`config.mk`:
```
export PLATFORM = sky130hd
export DESIGN_NAME = alu_imm_unit
export DESIGN_NICKNAME = d
export VERILOG_FILES = /design/src/core_types_pkg.sv /design/src/alu.sv /design/src/alu_imm_pipeline.sv /design/src/alu_imm_unit.sv /design/src/prf_banked.sv /design/src/q_fast_ready.sv
export VERILOG_INCLUDE_DIRS = /design/src /design/src/src
export SDC_FILE = /design/constraint.sdc
export NUM_CORES = 2
export LEC_CHECK = 0
export BUFFER_PORTS_ARGS = -buffer_cell sky130_fd_sc_hd__buf_4
export CAP_MARGIN = 0
export CORE_ASPECT_RATIO = 0.6
export CORE_MARGIN = 2
export CORE_UTILIZATION = 38
export CTS_CLUSTER_DIAMETER = 50
export DETAILED_ROUTE_END_ITERATION = 16
export SYNTH_ARGS = -nofsm -noshare
export SYNTH_HDL_FRONTEND = slang
export SYNTH_SLANG_ARGS = --single-unit
```
`constraint.sdc`:
```
create_clock -name CLK -period 6.8 [get_ports CLK]
set_input_delay 1.36 -clock CLK [delete_from_list [all_inputs] [get_ports CLK]]
set_output_delay 1.36 -clock CLK [all_outputs]
set_load 0.005 [all_outputs]
```
`src/core_config.svh`:
```
// core sizing constants for the ALU immediate execution pipe and its register file
`ifndef CORE_CONFIG_SVH
`define CORE_CONFIG_SVH

// physical register file
`define PR_COUNT 64
`define LOG_PR_COUNT $clog2(`PR_COUNT)

// banking by the low register bits
`define PRF_BANK_COUNT 4
`define LOG_PRF_BANK_COUNT $clog2(`PRF_BANK_COUNT)

// reorder buffer
`define ROB_ENTRIES 32
`define LOG_ROB_ENTRIES $clog2(`ROB_ENTRIES)

// default buffer depths
`define IS_OC_BUFFER_SIZE 2
`define PRF_RR_OUTPUT_BUFFER_SIZE 3

`endif

```
`src/core_types_pkg.sv`:
```
// shared types for the integer core: ALU ops, issue, operand-collect and writeback payloads
`include "core_config.svh"
`default_nettype none

package core_types_pkg;

    typedef logic [31:0] word_t;
    typedef logic [`LOG_PR_COUNT-1:0] pr_idx_t;
    typedef logic [`LOG_ROB_ENTRIES-1:0] rob_idx_t;
    typedef logic [`PRF_BANK_COUNT-1:0][31:0] bank_data_t;

    // low three bits follow funct3, bit 3 picks the arithmetic shift
    typedef enum logic [3:0] {
        ALU_ADD  = 4'b0000,
        ALU_SLL  = 4'b0001,
        ALU_SLT  = 4'b0010,
        ALU_SLTU = 4'b0011,
        ALU_XOR  = 4'b0100,
        ALU_SRL  = 4'b0101,
        ALU_OR   = 4'b0110,
        ALU_AND  = 4'b0111,
        ALU_SRA  = 4'b1101
    } alu_op_t;

    // ------------------------------------------------------------
    // pipeline payloads

    typedef struct packed {
        alu_op_t     op;
        logic [11:0] imm12;
        logic        A_forward;
        logic        A_is_zero;
        pr_idx_t     A_PR;
        pr_idx_t     dest_PR;
        rob_idx_t    ROB_index;
    } issue_t;

    typedef struct packed {
        alu_op_t     op;
        logic [11:0] imm12;
        logic        A_forward;
        logic        A_is_reg;
        pr_idx_t     dest_PR;
        rob_idx_t    ROB_index;
    } oc_entry_t;

    typedef struct packed {
        word_t    data;
        pr_idx_t  PR;
        rob_idx_t ROB_index;
    } wb_t;

    typedef struct packed {
        pr_idx_t PR;
        word_t   data;
    } prf_write_t;

endpackage

`default_nettype wire

```
`src/alu.sv`:
```
// combinational integer ALU covering the RISC-V register-immediate operations
`default_nettype none

module alu
    import core_types_pkg::*;
(
    input  alu_op_t     op,
    input  logic [31:0] a,
    input  logic [31:0] b,
    output logic [31:0] out
);
    logic [4:0] shamt;

    // only the low five bits matter for 32-bit shifts
    assign shamt = b[4:0];

    always_comb begin
        case (op)
            ALU_ADD:  out = a + b;
            ALU_SLL:  out = a << shamt;
            ALU_SLT:  out = {31'b0, $signed(a) < $signed(b)};
            ALU_SLTU: out = {31'b0, a < b};
            ALU_XOR:  out = a ^ b;
            ALU_SRL:  out = a >> shamt;
            ALU_SRA:  out = $unsigned($signed(a) >>> shamt);
            ALU_OR:   out = a | b;
            ALU_AND:  out = a & b;
            default:  out = '0;
        endcase
    end

endmodule

`default_nettype wire

```
`src/alu_imm_pipeline.sv`:
```
// register-immediate ALU pipe with issue buffer, operand collect and writeback stage
`include "core_config.svh"
`default_nettype none

module alu_imm_pipeline
    import core_types_pkg::*;
#(
    parameter int IS_OC_BUFFER_SIZE = `IS_OC_BUFFER_SIZE,
    parameter int PRF_RR_OUTPUT_BUFFER_SIZE = `PRF_RR_OUTPUT_BUFFER_SIZE
) (
    input  logic       CLK,
    input  logic       nRST,
    input  logic       issue_valid,
    input  issue_t     issue,
    output logic       issue_ready,
    input  logic       A_reg_read_resp_valid,
    input  word_t      A_reg_read_resp_data,
    input  bank_data_t forward_data_by_bank,
    output logic       WB_valid,
    output wb_t        wb,
    input  logic       WB_ready
);
    logic stall_wb;

    oc_entry_t issue_entry;
    logic      oc_valid;
    oc_entry_t oc_entry;
    logic      oc_advance;
    logic      operands_ready;

    logic  rr_deq_valid;
    word_t rr_deq_data;
    logic  rr_deq_ready;

    logic                           fwd_capture_valid;
    logic [`LOG_PRF_BANK_COUNT-1:0] fwd_capture_bank;
    word_t                          fwd_capture_data;
    logic                           fwd_deq_valid;
    word_t                          fwd_deq_data;
    logic                           fwd_deq_ready;

    oc_entry_t wb_entry;
    word_t     wb_a;
    word_t     wb_b;
    word_t     alu_out;

    assign stall_wb = WB_valid & ~WB_ready;

    // ------------------------------------------------------------
    // issue to operand-collect buffer

    always_comb begin
        issue_entry.op        = issue.op;
        issue_entry.imm12     = issue.imm12;
        issue_entry.A_forward = issue.A_forward;
        issue_entry.A_is_reg  = ~(issue.A_forward | issue.A_is_zero);
        issue_entry.dest_PR   = issue.dest_PR;
        issue_entry.ROB_index = issue.ROB_index;
    end

    // only a valid/ready transfer enters, never a push into a full buffer
    q_fast_ready #(.T(oc_entry_t), .NUM_ENTRIES(IS_OC_BUFFER_SIZE)) is_oc_buffer (
        .CLK(CLK), .nRST(nRST),
        .enq_valid(issue_valid & issue_ready), .enq_data(issue_entry),
        .enq_ready(issue_ready),
        .deq_valid(oc_valid), .deq_data(oc_entry), .deq_ready(oc_advance)
    );

    // operand is either already queued or arriving this cycle
    assign operands_ready =
        (~oc_entry.A_is_reg | A_reg_read_resp_valid | rr_deq_valid) &
        (~oc_entry.A_forward | fwd_capture_valid | fwd_deq_valid);
    assign oc_advance = ~stall_wb & operands_ready;

    // ------------------------------------------------------------
    // operand FIFOs

    q_fast_ready #(.T(word_t), .NUM_ENTRIES(PRF_RR_OUTPUT_BUFFER_SIZE)) a_reg_buffer (
        .CLK(CLK), .nRST(nRST),
        .enq_valid(A_reg_read_resp_valid), .enq_data(A_reg_read_resp_data), .enq_ready(),
        .deq_valid(rr_deq_valid), .deq_data(rr_deq_data), .deq_ready(rr_deq_ready)
    );

    // forward bank value sampled one cycle after issue
    always_ff @(posedge CLK or negedge nRST) begin
        if (!nRST) begin
            fwd_capture_valid <= 1'b0;
        end else begin
            fwd_capture_valid <= issue_valid & issue_ready & issue.A_forward;
        end
    end

    always_ff @(posedge CLK) begin
        fwd_capture_bank <= issue.A_PR[`LOG_PRF_BANK_COUNT-1:0];
    end

    assign fwd_capture_data = forward_data_by_bank[fwd_capture_bank];

    q_fast_ready #(.T(word_t), .NUM_ENTRIES(PRF_RR_OUTPUT_BUFFER_SIZE)) a_fwd_buffer (
        .CLK(CLK), .nRST(nRST),
        .enq_valid(fwd_capture_valid), .enq_data(fwd_capture_data), .enq_ready(),
        .deq_valid(fwd_deq_valid), .deq_data(fwd_deq_data), .deq_ready(fwd_deq_ready)
    );

    // ------------------------------------------------------------
    // writeback stage

    always_ff @(posedge CLK or negedge nRST) begin
        if (!nRST) begin
            WB_valid <= 1'b0;
        end else if (!stall_wb) begin
            WB_valid <= oc_valid & operands_ready;
        end
    end

    // held while stalled
    always_ff @(posedge CLK) begin
        if (!stall_wb) begin
            wb_entry <= oc_entry;
        end
    end

    // operand FIFO heads stay put until the transfer pops them
    assign rr_deq_ready  = WB_valid & WB_ready & wb_entry.A_is_reg;
    assign fwd_deq_ready = WB_valid & WB_ready & wb_entry.A_forward;

    always_comb begin
        if (wb_entry.A_is_reg) begin
            wb_a = rr_deq_data;
        end else if (wb_entry.A_forward) begin
            wb_a = fwd_deq_data;
        end else begin
            wb_a = '0;
        end
        wb_b = {{20{wb_entry.imm12[11]}}, wb_entry.imm12};
    end

    alu alu_i (
        .op(wb_entry.op),
        .a(wb_a),
        .b(wb_b),
        .out(alu_out)
    );

    always_comb begin
        wb.data      = alu_out;
        wb.PR        = wb_entry.dest_PR;
        wb.ROB_index = wb_entry.ROB_index;
    end

endmodule

`default_nettype wire

```
`src/alu_imm_unit.sv`:
```
// ALU immediate execution unit, the pipe joined to its banked register file
`default_nettype none

module alu_imm_unit
    import core_types_pkg::*;
(
    input  logic       CLK,
    input  logic       nRST,
    input  logic       issue_valid,
    input  issue_t     issue,
    output logic       issue_ready,
    input  logic       ext_write_valid,
    input  prf_write_t ext_write,
    output logic       WB_valid,
    output wb_t        wb,
    input  logic       WB_ready
);
    logic       read_req;
    logic       wb_fire;
    logic       reg_read_resp_valid;
    word_t      reg_read_resp_data;
    bank_data_t forward_data_by_bank;

    // read only for operations sourcing a register
    assign read_req = issue_valid & issue_ready & ~(issue.A_forward | issue.A_is_zero);
    assign wb_fire  = WB_valid & WB_ready;

    alu_imm_pipeline alu_imm_pipeline_i (
        .CLK(CLK), .nRST(nRST),
        .issue_valid(issue_valid), .issue(issue), .issue_ready(issue_ready),
        .A_reg_read_resp_valid(reg_read_resp_valid),
        .A_reg_read_resp_data(reg_read_resp_data),
        .forward_data_by_bank(forward_data_by_bank),
        .WB_valid(WB_valid), .wb(wb), .WB_ready(WB_ready)
    );

    prf_banked prf_banked_i (
        .CLK(CLK), .nRST(nRST),
        .read_valid(read_req), .read_PR(issue.A_PR),
        .read_resp_valid(reg_read_resp_valid), .read_resp_data(reg_read_resp_data),
        .wb_valid(wb_fire), .wb(wb),
        .ext_write_valid(ext_write_valid), .ext_write(ext_write),
        .forward_data_by_bank(forward_data_by_bank)
    );

endmodule

`default_nettype wire

```
`src/prf_banked.sv`:
```
// banked physical register file with one read port, two write ports and bank forwards
`include "core_config.svh"
`default_nettype none

module prf_banked
    import core_types_pkg::*;
(
    input  logic       CLK,
    input  logic       nRST,
    input  logic       read_valid,
    input  pr_idx_t    read_PR,
    output logic       read_resp_valid,
    output word_t      read_resp_data,
    input  logic       wb_valid,
    input  wb_t        wb,
    input  logic       ext_write_valid,
    input  prf_write_t ext_write,
    output bank_data_t forward_data_by_bank
);
    word_t regs [`PR_COUNT];

    logic [`LOG_PRF_BANK_COUNT-1:0] wb_bank;
    logic [`LOG_PRF_BANK_COUNT-1:0] ext_bank;

    assign wb_bank  = wb.PR[`LOG_PRF_BANK_COUNT-1:0];
    assign ext_bank = ext_write.PR[`LOG_PRF_BANK_COUNT-1:0];

    // ------------------------------------------------------------
    // register array, writeback applied last so it wins a collision

    always_ff @(posedge CLK) begin
        if (ext_write_valid && ext_write.PR != '0) begin
            regs[ext_write.PR] <= ext_write.data;
        end
        if (wb_valid && wb.PR != '0) begin
            regs[wb.PR] <= wb.data;
        end
    end

    // ------------------------------------------------------------
    // read port, one cycle response

    always_ff @(posedge CLK or negedge nRST) begin
        if (!nRST) begin
            read_resp_valid <= 1'b0;
        end else begin
            read_resp_valid <= read_valid;
        end
    end

    // r0 is hardwired
    always_ff @(posedge CLK) begin
        read_resp_data <= (read_PR == '0) ? '0 : regs[read_PR];
    end

    // ------------------------------------------------------------
    // per-bank forward: last value written to the bank by either port

    always_ff @(posedge CLK or negedge nRST) begin
        if (!nRST) begin
            forward_data_by_bank <= '0;
        end else begin
            if (ext_write_valid) begin
                forward_data_by_bank[ext_bank] <= ext_write.data;
            end
            if (wb_valid) begin
                forward_data_by_bank[wb_bank] <= wb.data;
            end
        end
    end

endmodule

`default_nettype wire

```
`src/q_fast_ready.sv`:
```
// small circular FIFO for any payload type, ready taken from occupancy alone
`default_nettype none

module q_fast_ready #(
    parameter type T = logic [31:0],
    parameter int NUM_ENTRIES = 2
) (
    input  logic CLK,
    input  logic nRST,
    input  logic enq_valid,
    input  T     enq_data,
    output logic enq_ready,
    output logic deq_valid,
    output T     deq_data,
    input  logic deq_ready
);
    localparam int PTR_W = (NUM_ENTRIES > 1) ? $clog2(NUM_ENTRIES) : 1;
    localparam int CNT_W = $clog2(NUM_ENTRIES + 1);

    T entries [NUM_ENTRIES];
    logic [PTR_W-1:0] head;
    logic [PTR_W-1:0] tail;
    logic [CNT_W-1:0] count;
    logic enq_fire;
    logic deq_fire;

    // wrap at the last entry, depth need not be a power of two
    function automatic logic [PTR_W-1:0] ptr_next(input logic [PTR_W-1:0] ptr);
        ptr_next = (ptr == PTR_W'(NUM_ENTRIES - 1)) ? '0 : ptr + 1'b1;
    endfunction

    assign enq_ready = (count != CNT_W'(NUM_ENTRIES));
    assign deq_valid = (count != '0);
    assign deq_data  = entries[head];
    assign deq_fire  = deq_valid & deq_ready;
    // full queue still takes a push when the head leaves this cycle
    assign enq_fire  = enq_valid & (enq_ready | deq_fire);

    always_ff @(posedge CLK or negedge nRST) begin
        if (!nRST) begin
            head  <= '0;
            tail  <= '0;
            count <= '0;
        end else begin
            if (enq_fire) begin
                tail <= ptr_next(tail);
            end
            if (deq_fire) begin
                head <= ptr_next(head);
            end
            if (enq_fire && !deq_fire) begin
                count <= count + 1'b1;
            end else if (deq_fire && !enq_fire) begin
                count <= count - 1'b1;
            end
        end
    end

    always_ff @(posedge CLK) begin
        if (enq_fire) begin
            entries[tail] <= enq_data;
        end
    end

endmodule

`default_nettype wire
```
==> summary.txt <==
status = complete, but fails checks
failing checks = setup timing
Setup Skew = 0.0916 ns
Core Region = 333000 um2
Max Used Layer = met5
global-route wire length before repair = 712000 um
Power Density = 390 nW/um2
share of cells above drive strength 1 = 0.199
Crit path max-delay family = compound AO/OA/AOI/OAI gates
Mean Syn Cell Area = 12.0 um2
Power, Total = 55500 uW
Post-synth EDFFs = 2327
number of stages on the worst setup path = 13
Setup crit end = wb[24]
PortBufs = 122
Largest stage delay, worst path = 1.12 ns
slowest CP cell = mux2i_1
crit-path most repeated cell = buf_4
combinational cell fraction of total power = 0.423
P_sw = 23900 uW
Cell Area, Placed = 134000 um2
buffers plus inverters on the worst setup path = 6
Seq pwr share = 0.338
CP Max Fanout = 19
clock power share = 0.239
final setup margin = -0.104 ns
die width = 752 um
Critical Path Sink Type = output port
largest net degree at the start of global routing = 113
multiplexer area fraction after synthesis = 0.146
largest family of logic cells by synthesized area = multiplexers
initial antenna violation count = 76
sequential area share after synthesis = 0.582
Initial Utilization = 0.382
crit path from = alu_imm_pipeline_i.a_reg_buffer.head[0]$_DFFE_PN0P_
die area = 340000 um2
compound-cell area share of the yosys netlist = 0.122
Synth area leader = edfxtp_1
Final Hold Fails = 0
Syn. warnings = 0
Most used DFF post-synth = edfxtp_1
clock-pin slew on the worst setup and hold paths = 0.07 ns
Synth Register Bits = 2508
DP Wirelength = 341000 um
worst slack, placed = 0.120 ns
Internal Power = 31600 uW
xor and xnor fraction of the mapped netlist area = 0.00254
CTS max path bufs = 4
Synth async-reset ratio = 0.0586
root buf cell = clkbuf_16
H-tree depth = 4
VDD IR max = 728 uV
Iteration-0 DRC Markers = 17.5k
Met1 Wirelength = 216000 um
simple-gate share of the synthesized area = 0.0926
Slew Viols, Final = 0
Synth cell types = 102
total iterations of the first detailed-routing run = 10
Die Height = 453 um
synth top area cells = edfxtp_1, mux4_2, o21ai_0
Pleak = 0.0503 uW
worst-skew pair later-pin latency = 0.97 ns
RSZ-0062 raised after global routing = yes
Final Instance Count excl. Fillers = 15.0k
Worst EP arrival = 5.54 ns
Fin Setup TNS = -0.370 ns
WL met2 = 195000 um
# placed instances = 14.5k
cts hold-fix bufs = 0
vias in the first global route = 85.5k
CTS tree = yes
DRC = 0
max_slew headroom = 0.0208
WP data required = 5.44 ns
Final Setup Violations = 7
vias post-DR = 93.7k
total CTS buffers = 229
met3 WL = 99900 um
Min-Delay Path Class = input pin to async pin
Post-Synth Adder-Cell Area = 0.00997
Final Net Count = 10.5k
antenna viol nets, final = 0
reg2reg end = prf_banked_i.regs[3][31]$_DFFE_PP_
Final Cell Area = 142000 um2
minimum clock period = 6.90 ns
area share of the largest cell type after synthesis = 0.548
Mapped Area = 127000 um2
grt ovf = 0
vias per cell = 6.25
final period utilization = 1.02
wire per inst = 35.0 um
reg2reg start = alu_imm_pipeline_i.a_fwd_buffer.head[0]$_DFFE_PN0P_
P&R area growth vs syn = 11.7%
startpoint types = flop
worst path cell trace = buf_12 -> nor2b_1 -> a211oi_2 -> o22ai_2 -> buf_4 -> inv_1 -> mux2i_1 -> a222oi_1 -> buf_4 -> o21ai_0 -> nor3_4 -> inv_1 -> buf_4
WL final = 524000 um
reg2reg setup slack = 0.76 ns
Sw Share = 0.430
I/O pin cnt = 123
site row count = 164
cells after synthesis = 10.7k
WS Path Type = flop to output port
RD Place Congestion = 1.05
GRT Resource Usage Total = 0.301
clock sinks = 2508
Max Clk Rate = 145 MHz
Max Cap Viol = 0
Worst-Margin Slew = 1.43 ns
Reg2Reg Depth = 17
[layer usage]
layer,vias to the layer above,GRT usage
met5,-,0.00753
met4,69,0.0653
met3,741,0.161
met2,7302,0.374
met1,47000,0.451
li1,38500,-
[repair_timing]
action / in CTS / in global routing
setup endpoints to repair: 25 / 27
setup buffers: 10 / 9
gates resized for setup: 30 / 47
pin swaps: 3 / 11
gates cloned: 0 / 1
[stage by stage]
step | utilization | hold WS (ns)
global route | 0.427 | 0.434
floorplan | - | 0.421
finish | 0.427 | 0.439
global placement | 0.403 | 0.433
CTS | 0.426 | 0.408
detailed placement | 0.403 | 0.441
[synthesized netlist by cell type (24+ instances only)]
cell	count
xnor2_1	24
nor2_1	472
o21ai_0	1815
edfxtp_1	2327
o21ai_1	117
buf_2	103
nor3_1	34
nand2_1	2066
o211ai_1	30
a211oi_1	140
o22ai_1	25
dfxtp_1	34
inv_1	98
buf_6	26
and2_1	39
nand3_1	38
mux4_2	746
ha_1	100
mux2_2	90
mux2i_1	60
o221ai_1	25
clkbuf_1	970
nor2b_1	117
a21oi_1	490
buf_4	47
nand2b_1	32
buf_1	99
dfrtp_1	147
[power groups by stage]
stage	Combinational [uW]	Clock (uW)	Sequential, uW
after floorplan	11200	0	18800
after global placement	21400	0	19000
after detailed placement	21400	0	19100
after CTS	21700	13300	18700
after global routing	23800	13900	18800
final	23400	13300	18800
[cell type report]
type | count | area, um2
clock inverters | 118 | 1210
repair buffers | 621 | 5360
diodes | 42 | 105
inverters | 113 | 430
flip-flops and latches | 2508 | 74200
fillers | 30300 | 191000
well taps | 4482 | 5610
clock buffers | 295 | 6110
multi-input cells | 6803 | 49200
[cells by family after synthesis]
| family | Yosys count |
|---|---|
| AND/OR/NAND/NOR | 2896 |
| flip-flops | 2508 |
| XOR/XNOR | 37 |
| other | 1 |
| adder cells (fa/ha/maj) | 101 |
| buffers and inverters | 1373 |
| AO/OA/AOI/OAI | 2830 |
| multiplexers | 907 |
[registers in the layout (all words and copies together) (netlist names), 2 cells and up]
register,cells
alu_imm_pipeline_i.is_oc_buffer.entries,58
prf_banked_i.forward_data_by_bank,128
alu_imm_pipeline_i.wb_b,12
alu_imm_pipeline_i.wb_entry,6
alu_imm_pipeline_i.wb,11
alu_imm_pipeline_i.a_reg_buffer.head,2
alu_imm_pipeline_i.a_fwd_buffer.head,2
prf_banked_i.regs,2048
prf_banked_i.read_resp_data,32
alu_imm_pipeline_i.a_fwd_buffer.entries,96
alu_imm_pipeline_i.a_fwd_buffer.count,2
alu_imm_pipeline_i.a_reg_buffer.tail,2
alu_imm_pipeline_i.a_fwd_buffer.tail,2
alu_imm_pipeline_i.a_reg_buffer.count,2
alu_imm_pipeline_i.a_reg_buffer.entries,96
alu_imm_pipeline_i.fwd_capture_bank,2
alu_imm_pipeline_i.is_oc_buffer.count,2
[worst min path at each step]
| stage | slack (ns) | start | endpoint | cells after the start |
|---|---|---|---|---|
| 2_1_floorplan | 0.42 | prf_banked_i.read_resp_data[0]$_SDFF_PN0_ | alu_imm_pipeline_i.a_reg_buffer.entries[0][0]$_DFFE_PP_ | 0 |
| 3_3_place_gp | 0.43 | prf_banked_i.read_resp_data[22]$_SDFF_PN0_ | alu_imm_pipeline_i.a_reg_buffer.entries[1][22]$_DFFE_PP_ | 0 |
| 3_5_place_dp | 0.44 | prf_banked_i.read_resp_data[26]$_SDFF_PN0_ | alu_imm_pipeline_i.a_reg_buffer.entries[2][26]$_DFFE_PP_ | 0 |
| 4_1_cts | 0.41 | nRST | prf_banked_i.forward_data_by_bank[119]$_DFF_PN0_ | 1 |
| 5_1_grt | 0.43 | prf_banked_i.read_resp_data[0]$_SDFF_PN0_ | alu_imm_pipeline_i.a_reg_buffer.entries[0][0]$_DFFE_PP_ | 0 |
| 6_report | 0.44 | nRST | prf_banked_i.forward_data_by_bank[23]$_DFF_PN0_ | 1 |
[layout by cell type, fill, tap and decap left out, drive strengths merged, types with 116 or more instances in the layout]
master	netlist	routed
buf	276	619
mux4	746	746
clkbuf	984	297
dfrtp	147	147
a21oi	494	494
nand2	2070	2070
a211oi	145	145
nor2b	118	118
nor2	473	473
inv	109	116
edfxtp	2327	2327
o21ai	1934	1934
No activity file was read; power rests on OpenSTA's default activity.
